### config.mk
export PLATFORM = sky130hd
export DESIGN_NAME = spi_config_regs
export DESIGN_NICKNAME = d
export VERILOG_FILES = /design/src/hdl/eth_stream_pkg.sv /design/src/hdl/spi_config_regs.sv
export SDC_FILE = /design/constraint.sdc
export NUM_CORES = 1
export LEC_CHECK = 0
export BUFFER_PORTS_ARGS = -buffer_cell sky130_fd_sc_hd__clkbuf_2
export CORE_MARGIN = 2
export CORE_UTILIZATION = 40
export CTS_CLUSTER_DIAMETER = 40
export DETAILED_ROUTE_END_ITERATION = 7
export PLACE_DENSITY = 0.68
export SYNTH_ARGS = -nofsm -noshare
export SYNTH_HDL_FRONTEND = slang
export SYNTH_SLANG_ARGS = --single-unit
### constraint.sdc
create_clock -name clk_125 -period 5.67 [get_ports clk_125]
set_input_delay 1.701 -clock clk_125 [delete_from_list [all_inputs] [get_ports clk_125]]
set_output_delay 1.701 -clock clk_125 [all_outputs]
set_load 0.05 [all_outputs]
### src/hdl/eth_stream_pkg.sv
package eth_stream_pkg;

	// ------------------------------
	// sizes
	localparam int DATA_W = 32; // sample and bus word
	localparam int BLOCK_WORDS = 16; // payload words per frame
	localparam int BLOCK_BYTES = 64; // goes out in the length field
	localparam int HDR_WORDS = 8;
	localparam int FIFO_DEPTH = 64; // per channel
	localparam int FILL_W = 7;
	localparam int SLOTS = 2; // payload buffer slots
	localparam int RESTART_CYCLES = 1000; // hold-off after restart

	localparam int WORD_AW = $clog2(BLOCK_WORDS); // word index inside a block
	localparam int FIFO_AW = $clog2(FIFO_DEPTH);
	localparam int SLOT_W = $clog2(SLOTS);
	localparam int SLOT_CNT_W = $clog2(SLOTS + 1); // counts 0..SLOTS
	localparam int FRAME_WORDS = HDR_WORDS + BLOCK_WORDS + 1; // header, payload, checksum
	localparam int BEAT_W = $clog2(FRAME_WORDS);
	localparam int RESTART_W = $clog2(RESTART_CYCLES + 1);

	// ------------------------------
	// spi register map
	localparam int SPI_ADDR_W = 8;
	localparam int SPI_DATA_W = 64;
	localparam int SPI_XFER_BITS = SPI_ADDR_W + SPI_DATA_W; // address then data
	localparam int SPI_CNT_W = $clog2(SPI_XFER_BITS + 1);
	localparam logic [SPI_ADDR_W-1:0] ADDR_CONTROL = 8'd15; // bit 0 is stream_off
	localparam logic [SPI_ADDR_W-1:0] ADDR_IP = 8'd21;
	localparam logic [SPI_ADDR_W-1:0] ADDR_PORT = 8'd22;
	localparam logic [SPI_ADDR_W-1:0] ADDR_MAC_MY = 8'd23;
	localparam logic [SPI_ADDR_W-1:0] ADDR_MAC_DEST = 8'd24;

	// ------------------------------
	// spi data word, read by address
	typedef struct packed {
		logic [31:0] ip_my;
		logic [31:0] ip_dest;
	} cfg_ip_t;

	typedef struct packed {
		logic [31:0] unused;
		logic [15:0] port_my;
		logic [15:0] port_dest; // control port, data goes to +1
	} cfg_port_t;

	typedef struct packed {
		logic [15:0] unused;
		logic [47:0] mac;
	} cfg_mac_t;

	typedef union packed {
		cfg_ip_t ip;
		cfg_port_t port;
		cfg_mac_t mac;
	} cfg_payload_u;

	typedef struct packed {
		logic [31:0] ip_my;
		logic [31:0] ip_dest;
		logic [15:0] port_my;
		logic [15:0] port_dest;
		logic [47:0] mac_my;
		logic [47:0] mac_dest;
		logic stream_off; // 1 stops and flushes the stream
	} stream_cfg_t;

	// ------------------------------
	// datapath words
	typedef struct packed {
		logic [DATA_W-1:0] data;
		logic wr;
	} sample_in_t;

	typedef struct packed {
		logic en;
		logic [SLOT_W-1:0] slot;
		logic [WORD_AW-1:0] addr;
		logic [DATA_W-1:0] data;
	} buf_wr_t;

	typedef struct packed {
		logic [SLOT_W-1:0] slot;
		logic [7:0] channel;
		logic [15:0] length; // bytes
		logic [DATA_W-1:0] checksum; // payload sum mod 2^32
		logic [31:0] stamp; // {interval, packet count}
	} block_desc_t;

	typedef struct packed {
		logic [DATA_W-1:0] data;
		logic sop;
		logic eop;
		logic wren;
	} tx_word_t;

endpackage

### src/hdl/spi_config_regs.sv
`timescale 1ns/10ps

module spi_config_regs (
	input logic clk_125,
	input logic rst_crc,
	input logic spi_sclk,
	input logic spi_mosi,
	input logic spi_cs_n,
	output eth_stream_pkg::stream_cfg_t cfg
);

	logic [2:0] sclk_q; // sync plus edge stage
	logic [1:0] mosi_q; // aligned with sclk_q[1]
	logic [2:0] cs_q;
	logic sclk_rise;
	logic cs_rise;
	logic cs_active;
	logic [eth_stream_pkg::SPI_XFER_BITS-1:0] shift_q;
	logic [eth_stream_pkg::SPI_CNT_W-1:0] bit_cnt;
	logic [eth_stream_pkg::SPI_ADDR_W-1:0] addr;
	eth_stream_pkg::cfg_payload_u payload;
	logic xfer_ok;

	// ------------------------------
	// bring the spi lines into clk_125
	always_ff @(posedge clk_125)
	begin
		if (rst_crc)
		begin
			sclk_q <= '0;
			mosi_q <= '0;
			cs_q <= '1; // idle high, no false rise
		end
		else
		begin
			sclk_q <= {sclk_q[1:0], spi_sclk};
			mosi_q <= {mosi_q[0], spi_mosi};
			cs_q <= {cs_q[1:0], spi_cs_n};
		end
	end

	assign sclk_rise = sclk_q[1] && !sclk_q[2];
	assign cs_rise = cs_q[1] && !cs_q[2]; // end of transfer
	assign cs_active = !cs_q[1];

	// ------------------------------
	// shifter, msb first
	always_ff @(posedge clk_125)
	begin
		if (cs_active && sclk_rise)
			shift_q <= {shift_q[eth_stream_pkg::SPI_XFER_BITS-2:0], mosi_q[1]};
	end

	always_ff @(posedge clk_125)
	begin
		if (rst_crc)
			bit_cnt <= '0;
		else if (!cs_active)
			bit_cnt <= '0; // cleared between transfers
		else if (sclk_rise && bit_cnt != '1)
			bit_cnt <= bit_cnt + 1'b1; // saturates, long transfers never match
	end

	assign addr = shift_q[eth_stream_pkg::SPI_XFER_BITS-1:eth_stream_pkg::SPI_DATA_W];
	assign payload = shift_q[eth_stream_pkg::SPI_DATA_W-1:0];
	assign xfer_ok = cs_rise
		&& (bit_cnt == eth_stream_pkg::SPI_CNT_W'(eth_stream_pkg::SPI_XFER_BITS));

	// ------------------------------
	// register decode on cs_n rise
	always_ff @(posedge clk_125)
	begin
		if (rst_crc)
		begin
			cfg <= '0;
			cfg.stream_off <= 1'b1; // stream stays off until enabled
		end
		else if (xfer_ok)
		begin
			case (addr)
				eth_stream_pkg::ADDR_CONTROL: cfg.stream_off <= shift_q[0];
				eth_stream_pkg::ADDR_IP:
				begin
					cfg.ip_my <= payload.ip.ip_my;
					cfg.ip_dest <= payload.ip.ip_dest;
				end
				eth_stream_pkg::ADDR_PORT:
				begin
					cfg.port_my <= payload.port.port_my;
					cfg.port_dest <= payload.port.port_dest;
				end
				eth_stream_pkg::ADDR_MAC_MY: cfg.mac_my <= payload.mac.mac;
				eth_stream_pkg::ADDR_MAC_DEST: cfg.mac_dest <= payload.mac.mac;
				default: ; // unknown address ignored
			endcase
		end
	end

endmodule

# ---- After elaboration in Yosys (flattened, before gate mapping)
# Cells that the tools add are included.
dict set report op_classes {
  n_reduce_logical 14
  eq_ne 7
  n_addsub 1
}
# operator n
set ops {}
lappend ops {{equality test 8 x 5 -> 1 bit (second input constant)} 4}
lappend ops {{AND reduction 2 bit} 5}
lappend ops {{equality test 8 x 4 -> 1 bit (second input constant)} 1}
lappend ops {{adder 7 x 1 -> 7 bit (second input constant)} 1}
lappend ops {{equality test 7 bit (second input constant)} 1}
lappend ops {{!= test 7 bit (second input constant)} 1}
lappend ops {{logical AND 1 bit} 5}
lappend ops {{logical NOT 1 bit} 3}
lappend ops {{OR reduction 2 bit} 1}
dict set report totals {
  reg_bits 280
  elab_cells 34
  out_inout_bits 193
  input_bits 5
}

# ---- Longest topological paths before layout
# Gate-level depths: netlist of the first run.
dict set report logic_depth {
  ltp_word 4
  mapped_depth 9
  depth_no_buf 6
}

# ---- Worst setup path before layout of the first run
# OpenSTA, ideal clock, no wires.
dict set report synth_timing {
  kind {register -> register}
  startpoint {register sclk_q[1]}
  endpoint {register shift_q[0] (netlist bit) (enable)}
  path_stages_with_launch 3
  required_ps 5160
  synth_period_minus_slack_ps 4183
  slack_ps 1487
  arrival_ps 3673
  cell_sequence {dfxtp_1 nor2b_1 nor2b_1}
}
dict set report synth_via {
  elab_chain_cells 2
}
# element line_no
set synth_rtl {}
lappend synth_rtl {{start: declaration} spi_config_regs.sv:12} ;# logic [2:0] sclk_q;
lappend synth_rtl {{start signal: assignment} spi_config_regs.sv:36} ;# sclk_q <= {sclk_q[1:0], spi_sclk};
lappend synth_rtl {{logical AND 1 bit} spi_config_regs.sv:42} ;# assign sclk_rise = sclk_q[1] && !sclk_q[2];
lappend synth_rtl {{logical AND 1 bit} spi_config_regs.sv:50} ;# if (cs_active && sclk_rise)
lappend synth_rtl {{end signal: assignment} spi_config_regs.sv:51} ;# shift_q <= {shift_q[eth_stream_pkg::SPI_XFER_BITS-2:0], mosi_q[1]};
lappend synth_rtl {{end: declaration} spi_config_regs.sv:18} ;# logic [eth_stream_pkg::SPI_XFER_BITS-1:0] shift_q;
# Every way passes these cells.
# A chain may end at the register's enable or synchronous reset.

# ---- Final worst setup path of the first run
dict set report layout_timing {
  startpoint {register bit_cnt[2] (netlist bit)}
  endpoint {register cfg[30] (netlist bit)}
}
dict set report layout_via {
  elab_chain_cells 3
}
# element line_no
set layout_rtl {}
lappend layout_rtl {{start: declaration} spi_config_regs.sv:19} ;# logic [eth_stream_pkg::SPI_CNT_W-1:0] bit_cnt;
lappend layout_rtl {{start signal: assignment} spi_config_regs.sv:61} ;# bit_cnt <= bit_cnt + 1'b1;
lappend layout_rtl {{equality test 7 bit} spi_config_regs.sv:67} ;# && (bit_cnt == eth_stream_pkg::SPI_CNT_W'(eth_stream_pkg::SPI_XFER_BITS));
lappend layout_rtl {{logical AND 1 bit} spi_config_regs.sv:67}
lappend layout_rtl {{AND reduction 2 bit (no line)} n/a}
lappend layout_rtl {{end: declaration} spi_config_regs.sv:9} ;# output eth_stream_pkg::stream_cfg_t cfg
# Every way passes these cells.

==> results of run 1 <==
==> report_power, final <==
group	switching, mW	total, mW	leakage, nW	internal, mW
registers	0.00362	2.05	2.25	2.05
clock network	0.877	2.27	0.600	1.40
logic	0.0331	0.0595	2.78	0.0264
total	0.913	4.38	5.63	3.47
==> per-layer routing <==
metal  up-vias  GRT usage [%]
met5         -              0
met3        36           5.17
met1      3485           25.0
met4         0           4.35
li1       3517              -
met2       188           26.9
==> worst register-to-register path, cell delays in order (launching register included) <==
cell and delay [ns]:
dfxtp_1 0.35, and4bb_1 0.35, and3b_1 0.25, nand4_1 0.86, buf_4 0.71, mux2i_1 0.23
==> flip-flops by register name, indices dropped and copies added, names as in the netlist <==
register / flops
sclk_q: 3
shift_q: 72
bit_cnt: 7
cs_q: 3
cfg: 193
mosi_q: 2
==> cell families after synthesis <==
group                      count (synthesis)  synth area share, %
muxes                                    129                 12.4
xor gates and xnor gates                   3                0.253
adders and majority gates                  2                0.241
buffers and inverters                     71                 3.12
AOI/OAI and AO/OA                        137                 6.78
and+or+nand+nor                          282                 16.2
DFF                                      280                 61.0
==> final cells by class <==
| type | instances | area [um^2] | share of cell area, % |
|---|---|---|---|
| tap | 330 | 413 | 3.23 |
| clock buffer | 46 | 1020 | 7.99 |
| multi-input combinational | 553 | 3740 | 29.2 |
| timing repair buffer | 209 | 1080 | 8.45 |
| clock inverter | 22 | 206 | 1.61 |
| sequential | 280 | 6330 | 49.4 |
| inverter | 2 | 7.51 | 0.0586 |
==> Yosys cell counts, drive strengths merged (2+ instances only) <==
| cell | instances |
|---|---|
| and3 | 3 |
| nor2b | 8 |
| inv | 2 |
| buf | 25 |
| edfxtp | 72 |
| ha | 2 |
| nand2b | 176 |
| o211ai | 2 |
| or2 | 3 |
| nor2 | 9 |
| o21ai | 66 |
| xor2 | 2 |
| a21oi | 64 |
| clkbuf | 44 |
| nand4 | 3 |
| a31oi | 2 |
| mux2i | 129 |
| nand3 | 69 |
| dfxtp | 208 |
| nand2 | 2 |
| and3b | 3 |
==> worst min path at each step <==
stage               from         end  slack [ns]  cells past startpoint
2_1_floorplan  mosi_q[1]  shift_q[0]        0.39                      0
3_3_place_gp   mosi_q[1]  shift_q[0]        0.39                      0
3_5_place_dp     cs_q[0]     cs_q[1]        0.40                      1
4_1_cts          cs_q[0]     cs_q[1]        0.41                      1
5_1_grt        mosi_q[1]  shift_q[0]        0.43                      0
6_report         cs_q[0]     cs_q[1]        0.41                      1
==> through the flow <==
| step | area, um^2 | std cells |
|---|---|---|
| global route | 12800 | 1442 |
| global placement | 11600 | 1374 |
| CTS | 12800 | 1442 |
| floorplan | 10400 | 904 |
| detailed placement | 11600 | 1374 |
| finish | 12800 | 1442 |
==> results_dict.tcl, run 1 <==
set metrics [dict create \
    syn_inst 904 \
    async_flop_share_pct 0 \
    cp_top_family "simple AND/OR/NAND/NOR gates" \
    finalSetupViolations 0 \
    wl_met2_um 10700 \
    syn_area_um2 10400 \
    r2r_slack_ns 2.76 \
    max_slew.worst_pin.slew_ns 1.11 \
    ant_nets 0 \
    std_cell_rows 58 \
    die-height_um 165 \
    outcome "complete, no violations" \
    vias 7226 \
    syn_to_final_growth_pct 23.4 \
    cp.required_ns 6.02 \
    max_stage_delay_ns 0.86 \
    viasPerCell 5.01 \
    dieArea_um2 27200 \
    cts_root_buf "clkbuf_16" \
    postCtsSetupBuffers 0 \
    grt_max_degree 117 \
    utilization_pct 50.5 \
    insertion_delay_ns 0.50 \
    cp.buffers_inverters 1 \
    end_kind "register" \
    post_cts_resized 0 \
    cts_tree "yes" \
    fin_crit_ns 2.91 \
    wl_met3_um 1620 \
    synthTopCellsByArea "dfxtp_1 (40%), edfxtp_1 (21%), mux2i_1 (12%), nand2b_1 (11%), nand3_1 (3.3%)" \
    maxSlewViolCount 0 \
    cts_num_sinks 280 \
    numCtsBuffers 38 \
    path_depth 5 \
    max_freq_mhz 344 \
    endpoint "cfg[30]" \
    ys_warn_count 0 \
    syn_nets 911 \
    wl_per_cell_um 16.9 \
    p_leak_nw 5.63 \
    startpoint_type "register" \
    die_w_um 165 \
    cts_hold_buf 0 \
    maxCapViolations 0 \
    synth_cell_types 34 \
    avgSynthCellArea_um2 11.5 \
    holdWs_ns 0.408 \
    min_period_over_period_pct 51.3 \
    rsz0062_at_grt "false" \
    cts_buffer_depth 3 \
    yosys.area.top_type "dfxtp_1" \
    place_ws_ns 2.38 \
    hold_viol 0 \
    track_usage_pct 17.7 \
    most-common-layout-cells "dfxtp_1 (208), clkbuf_2 (196), nand2b_1 (176), mux2i_1 (129), edfxtp_1 (72)" \
    ys_seq_elements 280 \
    final_common_cell "dfxtp_1" \
    clkTransAtPathRegs_ns 0.06 \
    layout-drive-gt1-share_pct 25.3 \
    cp_cell_sequence "and4bb_1 > and3b_1 > nand4_1 > buf_4 > mux2i_1" \
    drc_errors 0 \
    rr_worst_depth 5 \
    reg2reg_to "cfg[30]" \
    cts_max_level 2 \
    r2r-start "bit_cnt[2]" \
    synth_flop_cell "dfxtp_1" \
    antenna_found_initial 0 \
    grt_pass1_wl_um 38400 \
    ios 198 \
    n_antenna_cell 0 \
    totalNegativeSetupSlack_ns 0 \
    firstDrtPassIters 5 \
    setup_ws_ns 2.76 \
    routed_wl_um 24400 \
    hpwl_um 15300 \
    coreArea_um2 25300 \
    cp_slowest_cell "nand4_1" \
    synth_edf_count 72 \
    critPathLaunch "bit_cnt[2]" \
    ir_worst_vdd_v 0.000231 \
    hp-class "register to register" \
    initial_utilization_pct 41.0 \
    power.total_mw 4.38 \
    port_buffers 197 \
    dr.max_layer_used "met4" \
    max_slew_margin_pct 25.4 \
    dr.first_iter.drc_count 408 \
    path_max_fanout 37 \
    nNetsFinal 1091 \
    synth_top_area_share_pct 40.1 \
    wirelength_met1_um 11600 \
    crit_arrival_ns 3.25 \
    grt_pass1_vias 6971 \
    routabilityCongestion 0.746 \
    clock_skew_ns 0.0142 \
    overflow 0 \
    power_density_nw_per_um2 342 \
    synth-seq-area-share_pct 61.0 \
    fillers 2272 \
    critPathKind "register to register" \
]
(Power assumes the default switching activity.)
==> run 2: changes to the inputs <==
- ABC_AREA: default -> 1
- PLACE_DENSITY: 0.68 -> 0.7
- clock period: 5.67 -> 2.6 ns (I/O delays scaled with it)
==> run 2 against run 1 <==
Compared with the run above:
- final area rose by 3.1%
- critical path depth is 4 lower
- sequential share of layout area down 1.5 points
- clock power increased by 130%
- critical path type is now register to output pin
==> results_dict.tcl, run 2 <==
set metrics [dict create \
    cts_num_sinks 280 \
    initial_utilization_pct 40.6 \
    track_usage_pct 19.0 \
    syn_inst 1292 \
    power.total_mw 9.84 \
    viasPerCell 4.75 \
    critPathKind "register to output pin" \
    end_kind "output pin" \
    totalNegativeSetupSlack_ns 0 \
    final_cell_area_um2 13200 \
    port_buffers 197 \
    vias 8731 \
    outcome "complete, no violations" \
    hold_viol 0 \
    layout-drive-gt1-share_pct 19.6 \
    fillers 2414 \
    cp.required_ns 1.82 \
    routed_wl_um 26600 \
    insertion_delay_ns 0.51 \
    utilization_pct 50.8 \
    yosys.area.top_type "dfxtp_1" \
    async_flop_share_pct 0 \
    dr.first_iter.drc_count 508 \
    clkTransAtPathRegs_ns 0.06 \
    synth_top_area_share_pct 39.5 \
    min_period_over_period_pct 75.8 \
    hpwl_um 16500 \
    cp.buffers_inverters 1 \
    cts_hold_buf 0 \
    cts_max_level 2 \
    top_register "cfg" \
    reg_top3 "cfg (193), shift_q (72), bit_cnt (7)" \
    cp_slowest_cell "dfxtp_1" \
    synth_flop_cell "dfxtp_1" \
    syn_area_um2 10500 \
    drc_errors 0 \
    startpoint_type "register" \
    n_antenna_cell 0 \
    r2r_slack_ns 0.69 \
    holdWs_ns 0.404 \
    grt_pass1_wl_um 43400 \
    syn_nets 1299 \
    synth.most_common_cell "nand2_1" \
    ys_warn_count 0 \
    max_stage_delay_ns 0.38 \
    synth_cell_types 22 \
    postCtsSetupBuffers 0 \
    die-height_um 166 \
    r2r-start "bit_cnt[0]" \
    max_freq_mhz 508 \
    rr_worst_depth 11 \
    cp_top_family "flip-flops" \
    path_max_fanout 2 \
    p_leak_nw 6.25 \
    firstDrtPassIters 5 \
    overflow 0 \
    max_slew.worst_pin.slew_ns 0.791 \
    routabilityCongestion 0.781 \
    cts_tree "yes" \
    synth-seq-area-share_pct 60.0 \
    most-common-layout-cells "nand2_1 (344), nor2_1 (281), dfxtp_1 (208), clkbuf_2 (196), inv_1 (147)" \
    synth_edf_count 72 \
    cp_cell_sequence "clkbuf_2" \
    min_to "shift_q[0]" \
    numCtsBuffers 40 \
    place_area_um2 11900 \
    clock_skew_ns 0.0167 \
    antenna_found_initial 0 \
    largest_register_ffs 193 \
    die_w_um 166 \
    reg2reg_to "cfg[100]" \
    ios 198 \
    finalSetupViolations 0 \
    crit_arrival_ns 1.19 \
    final_common_cell "nand2_1" \
    dieArea_um2 27700 \
    ys_seq_elements 280 \
    max_slew_margin_pct 47.3 \
    grt_max_degree 73 \
    rsz0062_at_grt "false" \
    maxCapViolations 0 \
    post_cts_resized 0 \
    fin_crit_ns 1.97 \
    ir_worst_vdd_v 0.000501 \
    avgSynthCellArea_um2 8.16 \
    yosys-top-cells-count "nand2_1 (344), nor2_1 (283), dfxtp_1 (208)" \
    coreArea_um2 26000 \
    power_density_nw_per_um2 745 \
    std_cell_rows 59 \
    maxSlewViolCount 0 \
    ant_nets 0 \
    cts_buffer_depth 3 \
    grt_pass1_vias 8346 \
    syn_to_final_growth_pct 25.2 \
    synthTopCellsByArea "dfxtp_1 (40%), edfxtp_1 (21%), nand2_1 (12%), nor2_1 (10%), inv_1 (5.3%)" \
    min_path_cells 0 \
    cts_root_buf "clkbuf_16" \
    nNetsFinal 1481 \
    worstHoldStart "mosi_q[1]" \
    wl_per_cell_um 14.5 \
    hp-class "register to register" \
]
[run 2: per-layer routing]
metal,GRT usage [%],share of wire [%]
met4,5.58,2.0
met2,32.3,47
met5,0,0
met3,4.72,6.7
met1,24.1,44
[run 2: report_power, final]
group	leakage, nW	internal (mW)	switching [mW]
combinational	3.28	0.0210	0.0783
clock	0.645	3.24	2.03
sequential	2.32	4.46	0.00906
total	6.25	7.72	2.12
[run 2: worst max-delay path by stage]
| stage | cells after the start | start | end |
|---|---|---|---|
| after detailed placement | 5 | rst_crc | cfg[48] |
| after CTS | 1 | cfg[47] | cfg[47] |
| after floorplan | 4 | sclk_q[1] | shift_q[0] |
| final | 1 | cfg[43] | cfg[43] |
| after global routing | 10 | bit_cnt[0] | cfg[6] |
| after global placement | 5 | rst_crc | cfg[37] |
[run 2: logic make-up (layout without fill, tap and decap cells)]
family,Yosys count,in the layout,synth area share [%]
xor gates and xnor gates,3,3,0.249
and+or+nand+nor,710,710,27.3
AOI/OAI and AO/OA,72,72,3.42
DFF,280,280,60.0
buffers and inverters,225,437,8.83
adders and majority gates,2,2,0.237
[run 2: stage by stage]
| step | instances | worst slack (ns) |
|---|---|---|
| final | 1839 | 0.630 |
| after global placement | 1767 | 0.697 |
| after detailed placement | 1767 | 0.671 |
| after floorplan | 1292 | 0.533 |
| after global routing | 1839 | 0.493 |
| after CTS | 1839 | 0.609 |
[run 2: area by class of cell]
cell class / count / area, um^2 / share of cell area, %
Clock inverter: 22 / 223 / 1.69
Multi-Input combinational cell: 787 / 3330 / 25.2
Clock buffer: 50 / 1090 / 8.26
Inverter: 150 / 566 / 4.28
Sequential cell: 280 / 6330 / 47.9
Tap cell: 335 / 419 / 3.18
Timing Repair Buffer: 215 / 1250 / 9.44
[run 2: worst register-to-register path, stage by stage (launching register included)]
cell and delay (ns):
dfxtp_1 0.32, inv_1 0.09, ha_1 0.17, inv_1 0.04, nor2_1 0.07, nand2_1 0.09, nor2_4 0.19, nand2_2 0.30
buf_12 0.29, nand2_1 0.13, nand2_1 0.05, nor2_1 0.11
==> run 3: changes to the inputs <==
- ABC_AREA: 1 -> 0
- clock period: 2.6 -> 1.8 ns (I/O delays scaled with it)
==> run 3 against run 2 <==
Compared with the run above:
- die area is 1.6% lower
- via count down 17%
- clock power up 36%
- setup slack got worse by 0.56 ns
- largest power group unchanged
==> results_dict.tcl, run 3 (same netlist as run 1, synthesis figures left out) <==
set metrics [dict create \
    totalNegativeSetupSlack_ns 0 \
    min_period_over_period_pct 96.3 \
    routed_wl_um 24800 \
    reg_top3 "cfg (193), shift_q (72), bit_cnt (7)" \
    grt_pass1_wl_um 38000 \
    firstDrtPassIters 4 \
    multi_input_area_um2 3760 \
    cts_root_buf "clkbuf_16" \
    hp-class "primary input to register" \
    end_kind "register" \
    crit_arrival_ns 2.13 \
    utilization_pct 52.3 \
    die_w_um 165 \
    std_cell_rows 58 \
    max_freq_mhz 577 \
    max_slew.worst_pin.slew_ns 0.389 \
    dr.first_iter.drc_count 457 \
    largest_register_ffs 193 \
    vias 7229 \
    regArea_um2 6330 \
    maxSlewViolCount 0 \
    routabilityCongestion 0.769 \
    r2r-start "shift_q[69]" \
    critPathKind "register to register" \
    initial_utilization_pct 41.0 \
    critPathLaunch "shift_q[69]" \
    cts_max_level 2 \
    power_density_nw_per_um2 1050 \
    drc_errors 0 \
    path_max_fanout 18 \
    grt_pass1_vias 7040 \
    hold_viol 0 \
    holdWs_ns 0.219 \
    hpwl_um 15700 \
    insertion_delay_ns 0.52 \
    startpoint_type "register" \
    cts_num_sinks 280 \
    ios 198 \
    viasPerCell 4.93 \
    place_area_um2 11900 \
    fin_crit_ns 1.73 \
    dieArea_um2 27200 \
    grt_max_degree 87 \
    top_register "cfg" \
    ant_nets 0 \
    cts_buffer_depth 3 \
    n_antenna_cell 0 \
    coreArea_um2 25300 \
    outcome "complete, no violations" \
    final_common_cell "dfxtp_1" \
    power.total_mw 13.9 \
    cp.required_ns 2.19 \
    worstHoldStart "spi_cs_n" \
    die-height_um 165 \
    antenna_found_initial 0 \
    port_buffers 197 \
    fillers 2200 \
    clkTransAtPathRegs_ns 0.06 \
    most-common-layout-cells "dfxtp_1 (207), clkbuf_2 (196), nand2b_1 (176), mux2i_1 (129), edfxtp_1 (72)" \
    finalSetupViolations 0 \
    overflow 0 \
    p_leak_nw 5.87 \
    max_slew_margin_pct 73.8 \
    cts_tree "yes" \
    rsz0062_at_grt "true" \
    clock_skew_ns 0.0191 \
    numCtsBuffers 37 \
    layout-drive-gt1-share_pct 27.0 \
    track_usage_pct 17.6 \
    final_cell_area_um2 13300 \
    wl_per_cell_um 16.9 \
    maxCapViolations 0 \
    cts_hold_buf 0 \
    nNetsFinal 1114 \
    ir_worst_vdd_v 0.000669 \
    syn_to_final_growth_pct 27.7 \
]
[run 3: cell types whose count changed in the layout (fill, tap and decap cells not counted), moves of 58 or more]
| cell | before | now |
|---|---|---|
| nand2_1 | 344 | 2 |
| nor2_1 | 281 | 9 |
| nand2b_1 | 0 | 176 |
| inv_1 | 147 | 2 |
| mux2i_1 | 0 | 129 |
| o21ai_0 | 2 | 65 |
| nand4_1 | 64 | 3 |
| nand3_1 | 9 | 67 |
[run 3: path summary, 6_finish.rpt]
kind	slack, ns	depth (start not counted)	endpoint
setup / recovery	0.07	6	cfg[64]
hold / removal	0.22	2	cs_q[0]
setup reg to reg	0.07	6	cfg[64]
hold reg to reg	0.40	0	shift_q[0]
[run 3: power by group]
| part | switching [mW] | internal [mW] | leakage, nW |
|---|---|---|---|
| combinational | 0.109 | 0.0971 | 3.02 |
| clock | 2.84 | 4.36 | 0.604 |
| sequential | 0.0124 | 6.45 | 2.25 |
[run 3: what timing repair did]
item	CTS	global route
buffers inserted	3	1
setup endpoints to repair	69	55
cloned	1	1
resized for setup	2	4
pin swaps	2	0
[run 3: cell type report]
type / count / area share, %
clock buffers: 48 / 7.91
clock inverters: 20 / 1.51
inverters: 2 / 0.0567
multi-input cells: 553 / 28.4
flip-flops and latches: 280 / 47.7
well taps: 330 / 3.12
repair buffers: 233 / 11.3
[run 3: layer usage]
| layer | up-vias | wire, um | GRT usage [%] | part of all wire, % |
|---|---|---|---|---|
| met2 | 202 | 11200 | 27.5 | 45 |
| met3 | 26 | 1710 | 5.02 | 6.9 |
| met4 | 0 | 349 | 4.43 | 1.4 |
| met1 | 3439 | 11600 | 24.1 | 47 |
| li1 | 3562 | - | - | - |
| met5 | - | 0 | 0 | 0 |
[run 3: per-stage QoR]
step | setup WS, ns | instances
2_1_floorplan | -0.174 | 904
3_3_place_gp | 0.00457 | 1392
3_5_place_dp | -0.0924 | 1392
4_1_cts | 0.00711 | 1464
5_1_grt | -0.0311 | 1466
6_report | 0.0662 | 1466
[run 3: critical path, cell delays in order, from the launching register on]
cell,delay [ns]
edfxtp_1,0.43
nor4_4,0.32
and3_4,0.25
nand4_1,0.12
buf_4,0.19
buf_12,0.16
mux2i_1,0.13
